$ cat src/perf_cfg_pkg.sv
package perf_cfg_pkg;

  localparam int NUM_MGR    = 2;
  localparam int REG_ADDR_W = 4;
  localparam int REG_DATA_W = 32;
  localparam int STAT_W     = 32;

  // config register reset values
  localparam logic [7:0]  BEATS_RST  = 8'd16;
  localparam logic [15:0] BURSTS_RST = 16'd4;

  typedef enum logic [1:0] {
    RUN_IDLE,
    RUN_START,
    RUN_WAIT
  } run_state_e;

  typedef enum logic [REG_ADDR_W-1:0] {
    REG_START       = 4'd0,
    REG_IDLE        = 4'd1,
    REG_BURST_BEATS = 4'd2,
    REG_BURST_NUM   = 4'd3,
    REG_STAT_BURSTS = 4'd4,
    REG_STAT_BEATS  = 4'd5,
    REG_STAT_CYCLES = 4'd6
  } reg_id_e;

  typedef enum logic {
    OP_READ,
    OP_WRITE
  } reg_op_e;

  typedef enum logic {
    RSP_OK,
    RSP_ERR
  } reg_rsp_e;

  typedef struct packed {
    reg_op_e                 op;
    logic [REG_ADDR_W-1:0]   addr;
    logic [REG_DATA_W-1:0]   wdata;
  } reg_req_t;

  typedef struct packed {
    reg_rsp_e                code;
    logic [REG_DATA_W-1:0]   rdata;
  } reg_rsp_t;

  typedef struct packed {
    logic [7:0]  burst_beats;
    logic [15:0] burst_num;
  } gen_cfg_t;

  typedef struct packed {
    logic [STAT_W-1:0] bursts;
    logic [STAT_W-1:0] beats;
    logic [STAT_W-1:0] cycles;
  } run_stats_t;

endpackage

$ cat src/axi_wr_pkg.sv
package axi_wr_pkg;

  localparam int AXI_ADDR_W = 20;
  localparam int AXI_DATA_W = 16;
  localparam int AXI_ID_W   = 4;

  // top id bit belongs to the arbiter
  localparam int MGR_ID_W = AXI_ID_W - 1;
  localparam int STRB_W   = AXI_DATA_W / 8;

  // size code for a full bus width beat
  localparam logic [2:0] MAX_AWSIZE = 3'($clog2(STRB_W));
  localparam logic [1:0] BURST_INCR = 2'b01;

  // ------------------------------
  // write channels
  // ------------------------------
  typedef struct packed {
    logic [AXI_ADDR_W-1:0] addr;
    logic [AXI_ID_W-1:0]   id;
    logic [7:0]            len;
    logic [2:0]            size;
    logic [1:0]            burst;
  } aw_beat_t;

  typedef struct packed {
    logic [AXI_DATA_W-1:0] data;
    logic [STRB_W-1:0]     strb;
    logic                  last;
  } w_beat_t;

  typedef struct packed {
    logic [AXI_ID_W-1:0] id;
    logic [1:0]          resp;
  } b_beat_t;

endpackage

$ cat src/perf_ctrl_regs.sv
`timescale 1ns/1ps

module perf_ctrl_regs (
  input  logic                     clk,
  input  logic                     rst_n,
  input  logic                     i_reg_req,
  input  perf_cfg_pkg::reg_req_t   i_reg_req_data,
  output logic                     o_reg_ack,
  output perf_cfg_pkg::reg_rsp_t   o_reg_rsp,
  input  logic                     i_idle,
  input  perf_cfg_pkg::run_stats_t i_stats,
  output logic                     o_start,
  output perf_cfg_pkg::gen_cfg_t   o_cfg
);
  import perf_cfg_pkg::*;

  logic     pend;
  logic     start_flag;
  logic     start_ok;
  logic     wr_ok;
  logic     req_take;
  reg_req_t req_q;
  reg_rsp_t rsp_d;
  logic     wr_ok_d;
  logic     start_ok_d;

  // new request only once the previous ack has dropped
  assign req_take = i_reg_req && !o_reg_ack && !pend;

  // ------------------------------
  // decode
  // ------------------------------
  always_comb begin
    rsp_d      = '{code: RSP_OK, rdata: '0};
    wr_ok_d    = 1'b0;
    start_ok_d = 1'b0;
    if (i_reg_req_data.op == OP_READ) begin
      case (i_reg_req_data.addr)
        REG_START:       rsp_d.rdata = REG_DATA_W'(start_flag);
        // an accepted start counts as busy before the sequencer moves
        REG_IDLE:        rsp_d.rdata = REG_DATA_W'(i_idle && !start_flag);
        REG_BURST_BEATS: rsp_d.rdata = REG_DATA_W'(o_cfg.burst_beats);
        REG_BURST_NUM:   rsp_d.rdata = REG_DATA_W'(o_cfg.burst_num);
        REG_STAT_BURSTS: rsp_d.rdata = REG_DATA_W'(i_stats.bursts);
        REG_STAT_BEATS:  rsp_d.rdata = REG_DATA_W'(i_stats.beats);
        REG_STAT_CYCLES: rsp_d.rdata = REG_DATA_W'(i_stats.cycles);
        default:         rsp_d.code  = RSP_ERR;
      endcase
    end else begin
      case (i_reg_req_data.addr)
        REG_START: begin
          if (i_reg_req_data.wdata[0] && (!i_idle || start_flag)) begin
            rsp_d.code = RSP_ERR;
          end else begin
            start_ok_d = i_reg_req_data.wdata[0];
          end
        end
        REG_BURST_BEATS, REG_BURST_NUM: wr_ok_d = 1'b1;
        default: rsp_d.code = RSP_ERR;
      endcase
    end
  end

  always_ff @(posedge clk) begin
    if (!rst_n) begin
      pend       <= 1'b0;
      o_reg_ack  <= 1'b0;
      o_start    <= 1'b0;
      start_flag <= 1'b0;
      o_cfg      <= '{burst_beats: BEATS_RST, burst_num: BURSTS_RST};
    end else begin
      o_start <= 1'b0;
      if (start_flag && i_idle && !o_start) begin
        start_flag <= 1'b0;
      end
      if (req_take) begin
        pend <= 1'b1;
      end
      if (pend) begin
        // write takes effect with the ack
        pend      <= 1'b0;
        o_reg_ack <= 1'b1;
        o_start   <= start_ok;
        if (start_ok) begin
          start_flag <= 1'b1;
        end
        if (wr_ok && req_q.addr == REG_BURST_BEATS) begin
          o_cfg.burst_beats <= req_q.wdata[7:0];
        end
        if (wr_ok && req_q.addr == REG_BURST_NUM) begin
          o_cfg.burst_num <= req_q.wdata[15:0];
        end
      end else if (o_reg_ack && !i_reg_req) begin
        o_reg_ack <= 1'b0;
      end
    end
  end

  always_ff @(posedge clk) begin
    if (req_take) begin
      req_q     <= i_reg_req_data;
      o_reg_rsp <= rsp_d;
      wr_ok     <= wr_ok_d;
      start_ok  <= start_ok_d;
    end
  end

endmodule

$ cat src/perf_sequencer.sv
`timescale 1ns/1ps

module perf_sequencer (
  input  logic                             clk,
  input  logic                             rst_n,
  input  logic                             i_start,
  input  logic [perf_cfg_pkg::NUM_MGR-1:0] i_gen_busy,
  output logic [perf_cfg_pkg::NUM_MGR-1:0] o_gen_start,
  output logic                             o_idle,
  output logic                             o_running
);
  import perf_cfg_pkg::*;

  run_state_e state;
  run_state_e state_next;

  always_comb begin
    state_next  = state;
    o_gen_start = '0;
    case (state)
      RUN_IDLE: begin
        if (i_start) begin
          state_next = RUN_START;
        end
      end
      RUN_START: begin
        // both managers fire together
        o_gen_start = '1;
        state_next  = RUN_WAIT;
      end
      RUN_WAIT: begin
        if (i_gen_busy == '0) begin
          state_next = RUN_IDLE;
        end
      end
      default: state_next = RUN_IDLE;
    endcase
  end

  always_ff @(posedge clk) begin
    if (!rst_n) begin
      state <= RUN_IDLE;
    end else begin
      state <= state_next;
    end
  end

  assign o_idle    = (state == RUN_IDLE);
  assign o_running = (state != RUN_IDLE);

endmodule

$ cat src/burst_wr_gen.sv
`timescale 1ns/1ps

module burst_wr_gen #(
  parameter logic [axi_wr_pkg::AXI_ADDR_W-1:0] BASE_ADDR = '0,
  parameter int                                MGR_IDX   = 0
) (
  input  logic                   clk,
  input  logic                   rst_n,
  input  logic                   i_start,
  input  perf_cfg_pkg::gen_cfg_t i_cfg,
  output logic                   o_busy,
  output logic                   o_awvalid,
  output axi_wr_pkg::aw_beat_t   o_aw,
  input  logic                   i_awready,
  output logic                   o_wvalid,
  output axi_wr_pkg::w_beat_t    o_w,
  input  logic                   i_wready,
  input  logic                   i_bvalid,
  input  axi_wr_pkg::b_beat_t    i_b,
  output logic                   o_bready
);
  import perf_cfg_pkg::*;
  import axi_wr_pkg::*;

  typedef enum logic [1:0] {
    GEN_IDLE,
    GEN_AW,
    GEN_W,
    GEN_B
  } gen_state_e;

  gen_state_e            state;
  gen_cfg_t              cfg_q;
  logic [AXI_ADDR_W-1:0] addr_q;
  logic [AXI_ADDR_W-1:0] stride;
  logic [15:0]           burst_cnt;
  logic [7:0]            beat_cnt;
  logic                  w_last;
  logic                  b_hit;

  assign stride = AXI_ADDR_W'(cfg_q.burst_beats) * AXI_ADDR_W'(STRB_W);
  assign w_last = (beat_cnt == o_aw.len);
  assign b_hit  = i_bvalid && (i_b.id[MGR_ID_W-1:0] == MGR_ID_W'(MGR_IDX));

  // ------------------------------
  // burst sequencing
  // ------------------------------
  always_ff @(posedge clk) begin
    if (!rst_n) begin
      state     <= GEN_IDLE;
      burst_cnt <= '0;
      beat_cnt  <= '0;
    end else begin
      case (state)
        GEN_IDLE: begin
          if (i_start && i_cfg.burst_num != '0) begin
            state     <= GEN_AW;
            burst_cnt <= '0;
          end
        end
        GEN_AW: begin
          if (i_awready) begin
            state    <= GEN_W;
            beat_cnt <= '0;
          end
        end
        GEN_W: begin
          if (i_wready && w_last) begin
            state <= GEN_B;
          end else if (i_wready) begin
            beat_cnt <= beat_cnt + 8'd1;
          end
        end
        GEN_B: begin
          if (b_hit) begin
            burst_cnt <= burst_cnt + 16'd1;
            state     <= (burst_cnt == cfg_q.burst_num - 16'd1) ? GEN_IDLE : GEN_AW;
          end
        end
        default: state <= GEN_IDLE;
      endcase
    end
  end

  // config and address follow the run
  always_ff @(posedge clk) begin
    if (state == GEN_IDLE && i_start) begin
      cfg_q  <= i_cfg;
      addr_q <= BASE_ADDR;
    end else if (state == GEN_B && b_hit) begin
      addr_q <= addr_q + stride;
    end
  end

  assign o_busy    = (state != GEN_IDLE);
  assign o_awvalid = (state == GEN_AW);
  assign o_wvalid  = (state == GEN_W);
  // one burst in flight, so a response can always be taken
  assign o_bready  = 1'b1;

  assign o_aw.addr  = addr_q;
  assign o_aw.id    = AXI_ID_W'(MGR_IDX);
  assign o_aw.len   = cfg_q.burst_beats - 8'd1;
  assign o_aw.size  = MAX_AWSIZE;
  assign o_aw.burst = BURST_INCR;

  // manager index on top, beat number below
  assign o_w.data = {1'(MGR_IDX), (AXI_DATA_W-1)'(beat_cnt)};
  assign o_w.strb = '1;
  assign o_w.last = w_last;

endmodule

$ cat src/wr_arbiter.sv
`timescale 1ns/1ps

module wr_arbiter (
  input  logic                                                  clk,
  input  logic                                                  rst_n,
  input  logic                 [perf_cfg_pkg::NUM_MGR-1:0]      i_awvalid,
  input  axi_wr_pkg::aw_beat_t [perf_cfg_pkg::NUM_MGR-1:0]      i_aw,
  output logic                 [perf_cfg_pkg::NUM_MGR-1:0]      o_awready,
  input  logic                 [perf_cfg_pkg::NUM_MGR-1:0]      i_wvalid,
  input  axi_wr_pkg::w_beat_t  [perf_cfg_pkg::NUM_MGR-1:0]      i_w,
  output logic                 [perf_cfg_pkg::NUM_MGR-1:0]      o_wready,
  output logic                 [perf_cfg_pkg::NUM_MGR-1:0]      o_bvalid,
  output axi_wr_pkg::b_beat_t  [perf_cfg_pkg::NUM_MGR-1:0]      o_b,
  input  logic                 [perf_cfg_pkg::NUM_MGR-1:0]      i_bready,
  output logic                                                  o_awvalid,
  output axi_wr_pkg::aw_beat_t                                  o_aw,
  input  logic                                                  i_awready,
  output logic                                                  o_wvalid,
  output axi_wr_pkg::w_beat_t                                   o_w,
  input  logic                                                  i_wready,
  input  logic                                                  i_bvalid,
  input  axi_wr_pkg::b_beat_t                                   i_b,
  output logic                                                  o_bready
);
  import perf_cfg_pkg::*;
  import axi_wr_pkg::*;

  logic aw_act;
  logic aw_sel;
  logic w_open;
  logic w_sel;
  logic pick;
  logic b_sel;

  // w_sel doubles as the last manager served
  assign pick = i_awvalid[~w_sel] ? ~w_sel : w_sel;

  always_ff @(posedge clk) begin
    if (!rst_n) begin
      aw_act <= 1'b0;
      aw_sel <= 1'b0;
      w_open <= 1'b0;
      w_sel  <= 1'b1;
    end else begin
      // no new grant while a data burst is open
      if (!aw_act && !w_open && |i_awvalid) begin
        aw_act <= 1'b1;
        aw_sel <= pick;
      end
      if (o_awvalid && i_awready) begin
        aw_act <= 1'b0;
        w_open <= 1'b1;
        w_sel  <= aw_sel;
      end
      if (o_wvalid && i_wready && o_w.last) begin
        w_open <= 1'b0;
      end
    end
  end

  always_comb begin
    o_awvalid = aw_act && i_awvalid[aw_sel];
    o_aw      = i_aw[aw_sel];
    o_aw.id[AXI_ID_W-1] = aw_sel;
    o_awready = '0;
    o_awready[aw_sel] = aw_act && i_awready;

    o_wvalid = w_open && i_wvalid[w_sel];
    o_w      = i_w[w_sel];
    o_wready = '0;
    o_wready[w_sel] = w_open && i_wready;

    // responses go back by the top id bit
    b_sel    = i_b.id[AXI_ID_W-1];
    o_bready = i_bready[b_sel];
    for (int i = 0; i < NUM_MGR; i++) begin
      o_bvalid[i] = i_bvalid && (b_sel == 1'(i));
      o_b[i]      = i_b;
      o_b[i].id[AXI_ID_W-1] = 1'b0;
    end
  end

endmodule

$ cat src/wr_stats.sv
`timescale 1ns/1ps

module wr_stats (
  input  logic                     clk,
  input  logic                     rst_n,
  input  logic                     i_start,
  input  logic                     i_running,
  input  logic                     i_bvalid,
  input  logic                     i_bready,
  input  logic                     i_wvalid,
  input  logic                     i_wready,
  output perf_cfg_pkg::run_stats_t o_stats
);
  import perf_cfg_pkg::*;

  logic b_fire;
  logic w_fire;

  // counters stick at all ones
  function automatic logic [STAT_W-1:0] sat_inc(
    input logic [STAT_W-1:0] val,
    input logic              en
  );
    logic [STAT_W-1:0] res;
    res = val;
    if (en && val != '1) begin
      res = val + STAT_W'(1);
    end
    return res;
  endfunction

  assign b_fire = i_bvalid && i_bready;
  assign w_fire = i_wvalid && i_wready;

  // ------------------------------
  // external port counters
  // ------------------------------
  always_ff @(posedge clk) begin
    if (!rst_n) begin
      o_stats <= '0;
    end else if (i_start) begin
      o_stats <= '0;
    end else begin
      o_stats.bursts <= sat_inc(o_stats.bursts, b_fire);
      o_stats.beats  <= sat_inc(o_stats.beats, w_fire);
      o_stats.cycles <= sat_inc(o_stats.cycles, i_running);
    end
  end

endmodule

$ cat src/axi_perf_top.sv
`timescale 1ns/1ps

module axi_perf_top (
  input  logic                   clk,
  input  logic                   rst_n,
  input  logic                   i_reg_req,
  input  perf_cfg_pkg::reg_req_t i_reg_req_data,
  output logic                   o_reg_ack,
  output perf_cfg_pkg::reg_rsp_t o_reg_rsp,
  output logic                   o_awvalid,
  output axi_wr_pkg::aw_beat_t   o_aw,
  input  logic                   i_awready,
  output logic                   o_wvalid,
  output axi_wr_pkg::w_beat_t    o_w,
  input  logic                   i_wready,
  input  logic                   i_bvalid,
  input  axi_wr_pkg::b_beat_t    i_b,
  output logic                   o_bready
);
  import perf_cfg_pkg::*;
  import axi_wr_pkg::*;

  // each manager gets an equal slice of the address space
  localparam int unsigned MGR_SPAN = (2 ** AXI_ADDR_W) / NUM_MGR;

  logic                   start;
  logic                   idle;
  logic                   running;
  gen_cfg_t               cfg;
  run_stats_t             stats;
  logic     [NUM_MGR-1:0] gen_start;
  logic     [NUM_MGR-1:0] gen_busy;
  logic     [NUM_MGR-1:0] m_awvalid;
  aw_beat_t [NUM_MGR-1:0] m_aw;
  logic     [NUM_MGR-1:0] m_awready;
  logic     [NUM_MGR-1:0] m_wvalid;
  w_beat_t  [NUM_MGR-1:0] m_w;
  logic     [NUM_MGR-1:0] m_wready;
  logic     [NUM_MGR-1:0] m_bvalid;
  b_beat_t  [NUM_MGR-1:0] m_b;
  logic     [NUM_MGR-1:0] m_bready;

  perf_ctrl_regs u_regs (
    .clk            (clk),
    .rst_n          (rst_n),
    .i_reg_req      (i_reg_req),
    .i_reg_req_data (i_reg_req_data),
    .o_reg_ack      (o_reg_ack),
    .o_reg_rsp      (o_reg_rsp),
    .i_idle         (idle),
    .i_stats        (stats),
    .o_start        (start),
    .o_cfg          (cfg)
  );

  perf_sequencer u_seq (
    .clk         (clk),
    .rst_n       (rst_n),
    .i_start     (start),
    .i_gen_busy  (gen_busy),
    .o_gen_start (gen_start),
    .o_idle      (idle),
    .o_running   (running)
  );

  for (genvar i = 0; i < NUM_MGR; i++) begin : g_gen
    burst_wr_gen #(
      .BASE_ADDR (AXI_ADDR_W'(i * MGR_SPAN)),
      .MGR_IDX   (i)
    ) u_gen (
      .clk       (clk),
      .rst_n     (rst_n),
      .i_start   (gen_start[i]),
      .i_cfg     (cfg),
      .o_busy    (gen_busy[i]),
      .o_awvalid (m_awvalid[i]),
      .o_aw      (m_aw[i]),
      .i_awready (m_awready[i]),
      .o_wvalid  (m_wvalid[i]),
      .o_w       (m_w[i]),
      .i_wready  (m_wready[i]),
      .i_bvalid  (m_bvalid[i]),
      .i_b       (m_b[i]),
      .o_bready  (m_bready[i])
    );
  end

  wr_arbiter u_arb (
    .clk       (clk),
    .rst_n     (rst_n),
    .i_awvalid (m_awvalid),
    .i_aw      (m_aw),
    .o_awready (m_awready),
    .i_wvalid  (m_wvalid),
    .i_w       (m_w),
    .o_wready  (m_wready),
    .o_bvalid  (m_bvalid),
    .o_b       (m_b),
    .i_bready  (m_bready),
    .o_awvalid (o_awvalid),
    .o_aw      (o_aw),
    .i_awready (i_awready),
    .o_wvalid  (o_wvalid),
    .o_w       (o_w),
    .i_wready  (i_wready),
    .i_bvalid  (i_bvalid),
    .i_b       (i_b),
    .o_bready  (o_bready)
  );

  // stats watch the external port
  wr_stats u_stats (
    .clk       (clk),
    .rst_n     (rst_n),
    .i_start   (start),
    .i_running (running),
    .i_bvalid  (i_bvalid),
    .i_bready  (o_bready),
    .i_wvalid  (o_wvalid),
    .i_wready  (i_wready),
    .o_stats   (stats)
  );

endmodule

$ cat config.mk
export PLATFORM = sky130hd
export DESIGN_NAME = axi_perf_top
export DESIGN_NICKNAME = d
export VERILOG_FILES = /design/src/perf_cfg_pkg.sv /design/src/axi_wr_pkg.sv /design/src/perf_ctrl_regs.sv /design/src/perf_sequencer.sv /design/src/burst_wr_gen.sv /design/src/wr_arbiter.sv /design/src/wr_stats.sv /design/src/axi_perf_top.sv
export SDC_FILE = /design/constraint.sdc
export NUM_CORES = 1
export LEC_CHECK = 0
export ABC_CLOCK_PERIOD_IN_PS = 9900
export BUFFER_PORTS_ARGS = -buffer_cell sky130_fd_sc_hd__buf_2
export CAP_MARGIN = 10
export CELL_PAD_IN_SITES_DETAIL_PLACEMENT = 1
export CELL_PAD_IN_SITES_GLOBAL_PLACEMENT = 2
export CORE_UTILIZATION = 35
export DETAILED_ROUTE_END_ITERATION = 8
export PLACE_DENSITY = 0.72
export SYNTH_ARGS = -nofsm -noshare
export SYNTH_HDL_FRONTEND = slang
export SYNTH_SLANG_ARGS = --single-unit
$ cat constraint.sdc
create_clock -name clk -period 9.9 [get_ports clk]
set_input_delay 0 -clock clk [delete_from_list [all_inputs] [get_ports clk]]
set_output_delay 0 -clock clk [all_outputs]
set_load 0.02 [all_outputs]
==> results.cfg, run 1 <==
[hold_path]
hp-class = in2reg
worstHoldPathCells = 6
worstHoldEndpoint = g_gen[0].u_gen.addr_q[11]
min_from = i_b[2]

[placed_design]
gp_congestion = 0.8088
port_buffers = 105
post-dp-hpwl_um = 36050

[die]
die_area_um2 = 49100
ios = 142
start_util = 0.3542
die_h_um = 221.6
rows = 80
die_w_um = 221.6
core_um2 = 47650

[layout]
syn2layout_area_growth_pct = 15.87
drive_above_1_share = 0.1372
antenna_cells = 0
fillers = 5454
utilization = 0.4104
fin_nets = 1968

[sta]
min_period_ps = 3501
fin_setup_tns_ps = 0
max_freq_mhz = 285.6
maxSlewViolCount = 0
finalSetupViolCount = 0
period_share = 0.3537
fin_skew_ps = 17.36
fin_hold_ws_ps = 65.59
relSlewSlack = 0.1629
worst_slew_pin_slew_ps = 1246
hold_viol_final = 0
rsz0062_at_grt = false

[worst_setup_path]
critPathRequiredTime_ps = 10290
arrival_ps = 3890
crit_path_start_kind = register
end_kind = register
reg2reg_slack_ps = 6400
cpPeakStageDelay_ps = 1010
r2r_cells = 9
critPathMaxFanout = 10
r2r_start = g_gen[1].u_gen.state[0]
cp_num_buf_inv = 1
r2r_end = u_stats.o_stats[57]
critical_path_class = reg2reg
critPathSlowestCell = a311oi_2
cp_top_family = simple AND/OR/NAND/NOR gates
path_cells = inv_1 > ha_1 > mux2i_1 > and3b_1 > nand4_1 > a311oi_2 > nand3_1 > xor2_1 > nor2_1

[clock_network]
cts_sinks = 323
cts-root-buf = clkbuf_16
clock_latency_ps = 550
cts_tree = done
htreeDepth = 2
cts.path.max_buffers = 3
cts_buffers = 39
cts_setup_buffers = 0
cts.repair.resized = 0
clk_pin_slew_worst_paths_ps = 60

[detailed_routing]
routedWlPerCell_um = 19.76
vias = 13480
drc = 0
drt-total-wl_um = 49880
antenna_left = 0
post_drt_via_cell_ratio = 5.337
first_pass_iters = 8
initialDrtViolationCount = 711

[global_routing]
grt_max_degree = 97
grt_overflow = 0
grt_pass1_wl_um = 78940
antenna_found_initial = 1
grt_usage = 0.2032
grt_pass1_vias = 13990

[pwr]
leakagePower_uw = 0.007189
ir_worst_vdd_v = 0.0001363
power_density_nw_per_um2 = 167.1

[logic_synthesis]
synth-main-ff-cell = dfxtp_1
syn-cell-area_um2 = 16880
synth_seq_cells = 323
synth-async-reset-ratio = 0
ys_warn_count = 0
synth.distinct_cells = 93
synth_cells = 1769
syn_area_per_cell_um2 = 9.540
synth_edf_count = 103
synth-seq-area-share = 0.4442

[run_status]
status = finished, final reports clean

[job]
max-cap-violations = 0
## logic make-up after synthesis
family | Yosys count | synth area share
XOR/XNOR | 200 | 0.1085
buffers and inverters | 147 | 0.03922
AND/OR/NAND/NOR | 716 | 0.2212
adder cells (fa/ha/maj) | 38 | 0.02906
other | 2 | 0.0004450
multiplexers | 77 | 0.04775
flip-flops | 323 | 0.4442
AO/OA/AOI/OAI | 266 | 0.1096
## worst max path at each step
stage                       startpoint                   to  slack [ps]  depth (start not counted)
2_1_floorplan         u_regs.o_reg_ack  u_regs.o_reg_rsp[0]        4850                          1
3_3_place_gp   g_gen[1].u_gen.state[0]  u_stats.o_stats[53]        6500                          9
3_5_place_dp   g_gen[1].u_gen.state[0]  u_stats.o_stats[59]        6460                          9
4_1_cts        g_gen[1].u_gen.state[0]  u_stats.o_stats[53]        6430                          9
5_1_grt        g_gen[1].u_gen.state[0]  u_stats.o_stats[47]        6120                          9
6_report       g_gen[1].u_gen.state[0]  u_stats.o_stats[57]        6400                          9
## final cells by class
| class | count | area [um2] | share of cell area |
|---|---|---|---|
| inverters | 56 | 210.2 | 0.01075 |
| multi-input cells | 1315 | 8831 | 0.4516 |
| repair buffers | 146 | 905.9 | 0.04633 |
| well taps | 615 | 769.5 | 0.03935 |
| flip-flops and latches | 323 | 7498 | 0.3835 |
| clock buffers | 54 | 1125 | 0.05752 |
| clock inverters | 16 | 214.0 | 0.01094 |
## worst reg2reg max path, stage by stage (launching register included)
cell and delay, ps:
dfxtp_1 330, inv_1 180, ha_1 370, mux2i_1 150, and3b_1 510, nand4_1 360, a311oi_2 1010, nand3_1 190
xor2_1 190, nor2_1 50
## sequential cells by signal, indices dropped and copies added, names as in the netlist, 2 cells and up
signal / count
g_gen.u_gen.addr_q: 38
g_gen.u_gen.beat_cnt: 16
g_gen.u_gen.burst_cnt: 32
g_gen.u_gen.cfg_q: 48
g_gen.u_gen.state: 4
u_regs.o_cfg: 24
u_regs.o_reg_rsp: 33
u_regs.req_q: 20
u_seq.state: 2
u_stats.o_stats: 96
## layer usage
| metal | share of wire | vias up | track usage |
|---|---|---|---|
| li1 | - | 6557 | - |
| met1 | 0.45 | 6636 | 0.2588 |
| met2 | 0.49 | 202 | 0.3525 |
| met3 | 0.031 | 82 | 0.02597 |
| met4 | 0.029 | 0 | 0.07168 |
| met5 | 0 | - | 0 |
## cells in the mapped netlist (34+ instances only)
library cell,count,area share
nor2_1,233,0.052
dfxtp_1,220,0.26
nand2_1,128,0.028
edfxtp_1,103,0.18
xnor2_1,102,0.053
xor2_1,92,0.048
a21oi_1,73,0.022
nand3_1,57,0.017
clkbuf_1,56,0.012
inv_1,53,0.012
nor3_1,50,0.015
mux2i_1,49,0.029
o21ai_0,48,0.014
nand4_1,38,0.014
ha_1,36,0.027
and3_1,34,0.013
## stage by stage
stage	instances	total power (uW)	setup WS [ps]	area, um2
2_1_floorplan	1785	1687	4848	16940
3_3_place_gp	2425	1773	6501	17920
3_5_place_dp	2425	1779	6458	17920
4_1_cts	2524	3314	6431	19550
5_1_grt	2525	3394	6120	19550
6_report	2525	3268	6399	19550
## power breakdown
group	switching (uW)	total (uW)	internal, uW
logic	216	332	116
clock network	583	1510	925
registers	29.7	1430	1400
## cells in the final DEF, fill, tap and decap left out, types with 41 or more instances in the layout
cell | synthesis | routed
nand2_1 | 128 | 128
edfxtp_1 | 103 | 103
o21ai_0 | 48 | 48
dfxtp_1 | 220 | 219
nor2_1 | 233 | 233
nor3_1 | 50 | 49
xor2_1 | 92 | 92
mux2i_1 | 49 | 49
clkbuf_16 | 0 | 41
a21oi_1 | 73 | 73
buf_2 | 8 | 105
xnor2_1 | 102 | 102
nand3_1 | 57 | 57
inv_1 | 53 | 53
## timing repair
item,4_1_cts,5_1_grt
endpoints found under the hold margin,43,0
endpoints found under the setup margin,0,0
hold buffers,29,0
(Power assumes the default switching activity.)
==> run 2, diff against run 1 <==
Settings changed: ABC_CLOCK_PERIOD_IN_PS 9900 to 2800, PLACE_DENSITY 0.72 to 0.75.
Clock period 9.9 ns to 2.8 ns, I/O delays scaled along.
==> run 2 against run 1 <==
Compared with the run above: clock skew down 2.4 ps; clock-buffer cell count fell by 2; highest routed layer unchanged; non-clock buffer count increased by 74; sequential cell count stayed put; largest power group unchanged; sequential power rose to 3.5 times the previous value; core utilization grew 1.7 points; routed wire length up 3.3%; die area did not move; first-iteration DRC count is 0.42% higher.
==> results.cfg, run 2 (synthesized netlist as in run 1, its figures left out) <==
[worst_setup_path]
r2r_cells = 10
cp_common_cell = or4_4
end_kind = primary output
path_cells = buf_4 > or4_4 > or4_4 > xnor2_4 > nand4_1 > o21ai_2 > buf_6
r2r_end = g_gen[0].u_gen.state[0]
critPathRequiredTime_ps = 2800
cpPeakStageDelay_ps = 480
arrival_ps = 2760
critical_path_class = reg2out
reg2reg_slack_ps = 80
crit_path_start_kind = register
critPathSlowestCell = or4_4
critPathMaxFanout = 4
r2r_start = g_gen[0].u_gen.cfg_q[1]

[global_routing]
grt_pass1_vias = 14300
use_met1 = 0.2622
grt_max_degree = 55
grt_pass1_wl_um = 80460
busiest_layer = met2
grt_overflow = 0
grt_usage = 0.2068
grtUsageMet2 = 0.3660
antenna_found_initial = 0
grt_util_met3 = 0.02531

[layout]
max_flop_register = u_stats.o_stats
drive_above_1_share = 0.1859
top_regs = u_stats.o_stats (96), g_gen.u_gen.cfg_q (48), g_gen.u_gen.addr_q (38)
regArea_um2 = 7498
multi_input_area_um2 = 9060
utilization = 0.4272
largest_reg_flops = 96
syn2layout_area_growth_pct = 20.61
fin_area_um2 = 20350
final_cell_mix = nor2_1 (233), dfxtp_1 (219), nand2_1 (128)
layout_commonest_cell = nor2_1
fin_nets = 2045
fillers = 5415

[placed_design]
gp_congestion = 0.8474
place_area_um2 = 18410
post-dp-hpwl_um = 37170
dp_worst_setup_slack_ps = -306.8
port_buffers = 105

[sta]
fin_hold_ws_ps = 40.92
hold_viol_final = 0
period_share = 0.9858
relSlewSlack = 0.2948
min_period_ps = 2760
fin_skew_ps = 14.95
max_freq_mhz = 362.3
setup_ws_ps = 39.76
finalSetupViolCount = 0
maxSlewViolCount = 0
worst_slew_pin_slew_ps = 1050
rsz0062_at_grt = true

[hold_path]
min_from = i_b[5]
worstHoldEndpoint = g_gen[0].u_gen.addr_q[11]
hp-class = in2reg
worstHoldPathCells = 6

[run_status]
status = finished, final reports clean

[detailed_routing]
drt-total-wl_um = 51550
antenna_left = 0
post_drt_via_cell_ratio = 5.312
vias = 13850
first_pass_iters = 5
drc = 0
routedWlPerCell_um = 19.77
initialDrtViolationCount = 714

[pwr]
combinationalPowerShare = 0.108
intPower_uw = 8495
leakagePower_uw = 0.007631
power_density_nw_per_um2 = 565.2
switchingPower_uw = 3008
seqPwrFrac = 0.440
power.share.switching = 0.2615
clkPwrFrac = 0.452
finalPower_uw = 11500
ir_worst_vdd_v = 0.0003970

[clock_network]
cts-root-buf = clkbuf_16
clock_latency_ps = 560
htreeDepth = 2
cts_buffers = 40
clk_pin_slew_worst_paths_ps = 60
cts.path.max_buffers = 3
cts_sinks = 323
cts_tree = done

[die]
rows = 80
core_um2 = 47650
start_util = 0.3542
ios = 142
die_area_um2 = 49100
die_w_um = 221.6
die_h_um = 221.6

[job]
max-cap-violations = 0
## run 2: cell types whose count changed in the layout (fill, tap and decap cells not counted), moves of 3 or more
cell,delta
nor3b_1,-3
buf_4,+73
nor3b_4,+3
a2111oi_0,-5
o21ai_1,-3
o21ai_2,+6
a2111oi_2,+4
nor4_1,-4
clkinv_2,+9
nor4_4,+3
## run 2: area by class of cell
type | count | area share
antenna | 2 | 0.0002459
clock buffer | 52 | 0.05495
clock inverter | 22 | 0.009651
inverter | 56 | 0.01033
multi-input combinational | 1317 | 0.4451
sequential | 323 | 0.3684
tap | 615 | 0.03780
timing repair buffer | 220 | 0.07352
## run 2: worst max-delay path by stage
stage                     slack, ps  cells past startpoint                      end                      from
after detailed placement       -310                     10  g_gen[0].u_gen.state[0]   g_gen[0].u_gen.cfg_q[0]
after CTS                       -40                      7                   o_w[0]  g_gen[0].u_gen.cfg_q[16]
after floorplan                 240                      6             u_arb.w_open  g_gen[0].u_gen.cfg_q[19]
after global placement         -210                     10  g_gen[0].u_gen.state[0]   g_gen[0].u_gen.cfg_q[0]
after global routing            -40                      7                   o_w[0]  g_gen[0].u_gen.cfg_q[16]
final                            40                      7                   o_w[0]  g_gen[0].u_gen.cfg_q[16]
## run 2: critical path: cells and delay by family, from the launching register on
family / cells / cell delay (ps)
AO/OA/AOI/OAI: 1 / 210
XOR/XNOR: 1 / 180
buffers and inverters: 2 / 330
flip-flops: 1 / 420
AND/OR/NAND/NOR: 3 / 1080
## run 2: timing repair
action | in CTS | in global routing
gates cloned | 0 | 2
resized for setup | 17 | 33
pin swaps | 4 | 16
hold buffers | 28 | 0
endpoints found under the setup margin | 2 | 30
endpoints found under the hold margin | 34 | 0
setup buffers | 4 | 10
## run 2: through the flow
stage / std cells / setup TNS [ps]
2_1_floorplan: 1785 / 0
3_3_place_gp: 2487 / -212.6
3_5_place_dp: 2487 / -306.8
4_1_cts: 2593 / -40.43
5_1_grt: 2605 / -118.5
6_report: 2607 / 0
## run 2: per-layer routing
| metal | up-vias | wire length [um] |
|---|---|---|
| met5 | - | 0 |
| met4 | 0 | 1083 |
| met3 | 69 | 1472 |
| met2 | 182 | 25830 |
| met1 | 6901 | 23160 |
| li1 | 6697 | - |
## run 2: power by group through the flow
stage | Combinational (uW) | Sequential (uW) | Clock, uW
floorplan | 813 | 5150 | 0
global placement | 1160 | 5160 | 0
detailed placement | 1190 | 5160 | 0
CTS | 1220 | 5060 | 5340
global route | 1340 | 5080 | 5540
finish | 1240 | 5060 | 5200
==> run 3, diff against run 2 <==
Settings changed: CAP_MARGIN 10 to 20, CTS_BUF_LIST from default to sky130_fd_sc_hd__clkbuf_8.
==> run 3 against run 2 <==
Compared with the run above: sequential share of layout area is 0.18 points higher; global-route usage is 0.079 points higher; worst hold slack improved by 31 ps; total power shrank 5.1%; the flow now finishes with violations (negative setup slack); critical endpoint unchanged; routed wire length grew 0.23%; core utilization down 0.20 points; via count rose by 0.93%; clock skew up 12 ps; cell area decreased by 0.48%; sequential power about the same.
==> results.cfg, run 3 (synthesized netlist as in run 1, its figures left out) <==
[run_status]
status = finished with violations
violations = negative setup slack

[detailed_routing]
initialDrtViolationCount = 726
drc = 0
first_pass_iters = 5
antenna_left = 0
vias = 13980
routedWlPerCell_um = 19.52
drt-total-wl_um = 51670
post_drt_via_cell_ratio = 5.281

[sta]
fin_skew_ps = 26.97
hold_viol_final = 0
finalSetupViolCount = 1
maxSlewViolCount = 0
max_freq_mhz = 349.0
worst_slew_pin_slew_ps = 998.7
period_share = 1.023
rsz0062_at_grt = true
setup_ws_ps = -65.08
relSlewSlack = 0.3329
min_period_ps = 2865

[clock_network]
htreeDepth = 2
cts.path.max_buffers = 3
cts_tree = done
clock_latency_ps = 660
cts-root-buf = clkbuf_8
cts_buffers = 59
cts_sinks = 323
clk_pin_slew_worst_paths_ps = 60

[layout]
drive_above_1_share = 0.1905
syn2layout_area_growth_pct = 20.03
top_regs = u_stats.o_stats (96), g_gen.u_gen.cfg_q (48), g_gen.u_gen.addr_q (38)
fin_nets = 2069
final_cell_mix = nor2_1 (233), dfxtp_1 (219), nand2_1 (128)
largest_reg_flops = 96
layout_commonest_cell = nor2_1
max_flop_register = u_stats.o_stats

[die]
die_h_um = 221.6
die_area_um2 = 49100
ios = 142
start_util = 0.3542
rows = 80
core_um2 = 47650
die_w_um = 221.6

[global_routing]
busiest_layer = met2
grt_util_met3 = 0.03300
grtUsageMet2 = 0.3647
grt_pass1_vias = 14470
grt_pass1_wl_um = 80900
grt_usage = 0.2076
antenna_found_initial = 1
use_met1 = 0.2621
grt_max_degree = 55
grt_overflow = 0

[placed_design]
dp_worst_setup_slack_ps = -306.8
port_buffers = 105
gp_congestion = 0.8474
post-dp-hpwl_um = 37170

[worst_setup_path]
cpPeakStageDelay_ps = 480
critPathSlowestCell = or4_4
crit_path_start_kind = register
end_kind = primary output
r2r_start = g_gen[0].u_gen.cfg_q[16]
critical_path_class = reg2out
critPathMaxFanout = 4
arrival_ps = 2870
critPathLaunch = g_gen[0].u_gen.cfg_q[16]
critPathRequiredTime_ps = 2800
path_cells = buf_6 > or4_4 > or4_4 > xnor2_4 > nand4_1 > o21ai_2 > buf_6

[pwr]
finalPower_uw = 10910
leakagePower_uw = 0.007682
ir_worst_vdd_v = 0.0002907
power_density_nw_per_um2 = 538.7

[hold_path]
min_from = i_reg_req_data[14]
hp-class = in2reg

[job]
max-cap-violations = 0
run 3: layout make-up:
cell class	count	area [um2]
inverters	56	210.2
clock inverters	42	259.0
multi-input cells	1316	9031
clock buffers	68	935.9
flip-flops and latches	323	7498
repair buffers	226	1550
well taps	615	769.5
diodes	1	2.502
fillers	5466	27390
run 3: where the power goes:
group	switching (uW)	internal (uW)	total (uW)
logic	803	457	1260
registers	118	4940	5060
clock network	2100	2490	4590
total	3020	7890	10900
run 3: metal layers:
layer,up-vias,wire (um)
li1,6757,-
met2,225,25540
met5,-,0
met4,0,1096
met1,6921,23240
met3,75,1793
run 3: path summary, 6_finish.rpt:
path,to,slack [ps],cells past startpoint
min,u_regs.req_q[14],70,2
min reg2reg,g_gen[0].u_gen.addr_q[4],470,2
max,o_w[0],-70,7
max reg2reg,g_gen[0].u_gen.state[1],30,10
run 3: worst max-delay path: cells and delay by family (launching register included):
| kind | cells | cell delay [ps] |
|---|---|---|
| AO/OA/AOI/OAI | 1 | 230 |
| XOR/XNOR | 1 | 180 |
| buffers and inverters | 2 | 300 |
| flip-flops | 1 | 430 |
| AND/OR/NAND/NOR | 3 | 1080 |
run 3: what timing repair did:
| item | in CTS | in global routing |
|---|---|---|
| resized for setup | 19 | 32 |
| pin swaps | 5 | 13 |
| endpoints found under the setup margin | 3 | 31 |
| hold buffers | 32 | 0 |
| gates cloned | 0 | 2 |
| setup buffers | 5 | 9 |
| hold endpoints to repair | 81 | 0 |
run 3: per-stage QoR:
step | setup TNS, ps | cells | instance area [um2] | hold WS [ps] | utilization
5_1_grt | -692.1 | 2647 | 20260 | 29.72 | 0.4252
3_5_place_dp | -306.8 | 2487 | 18410 | 178.7 | 0.3864
4_1_cts | -386.0 | 2634 | 20060 | 11.91 | 0.4210
2_1_floorplan | 0 | 1785 | 16950 | 98.87 | -
6_report | -65.08 | 2647 | 20260 | 71.94 | 0.4252
3_3_place_gp | -212.6 | 2487 | 18410 | 179.1 | 0.3864
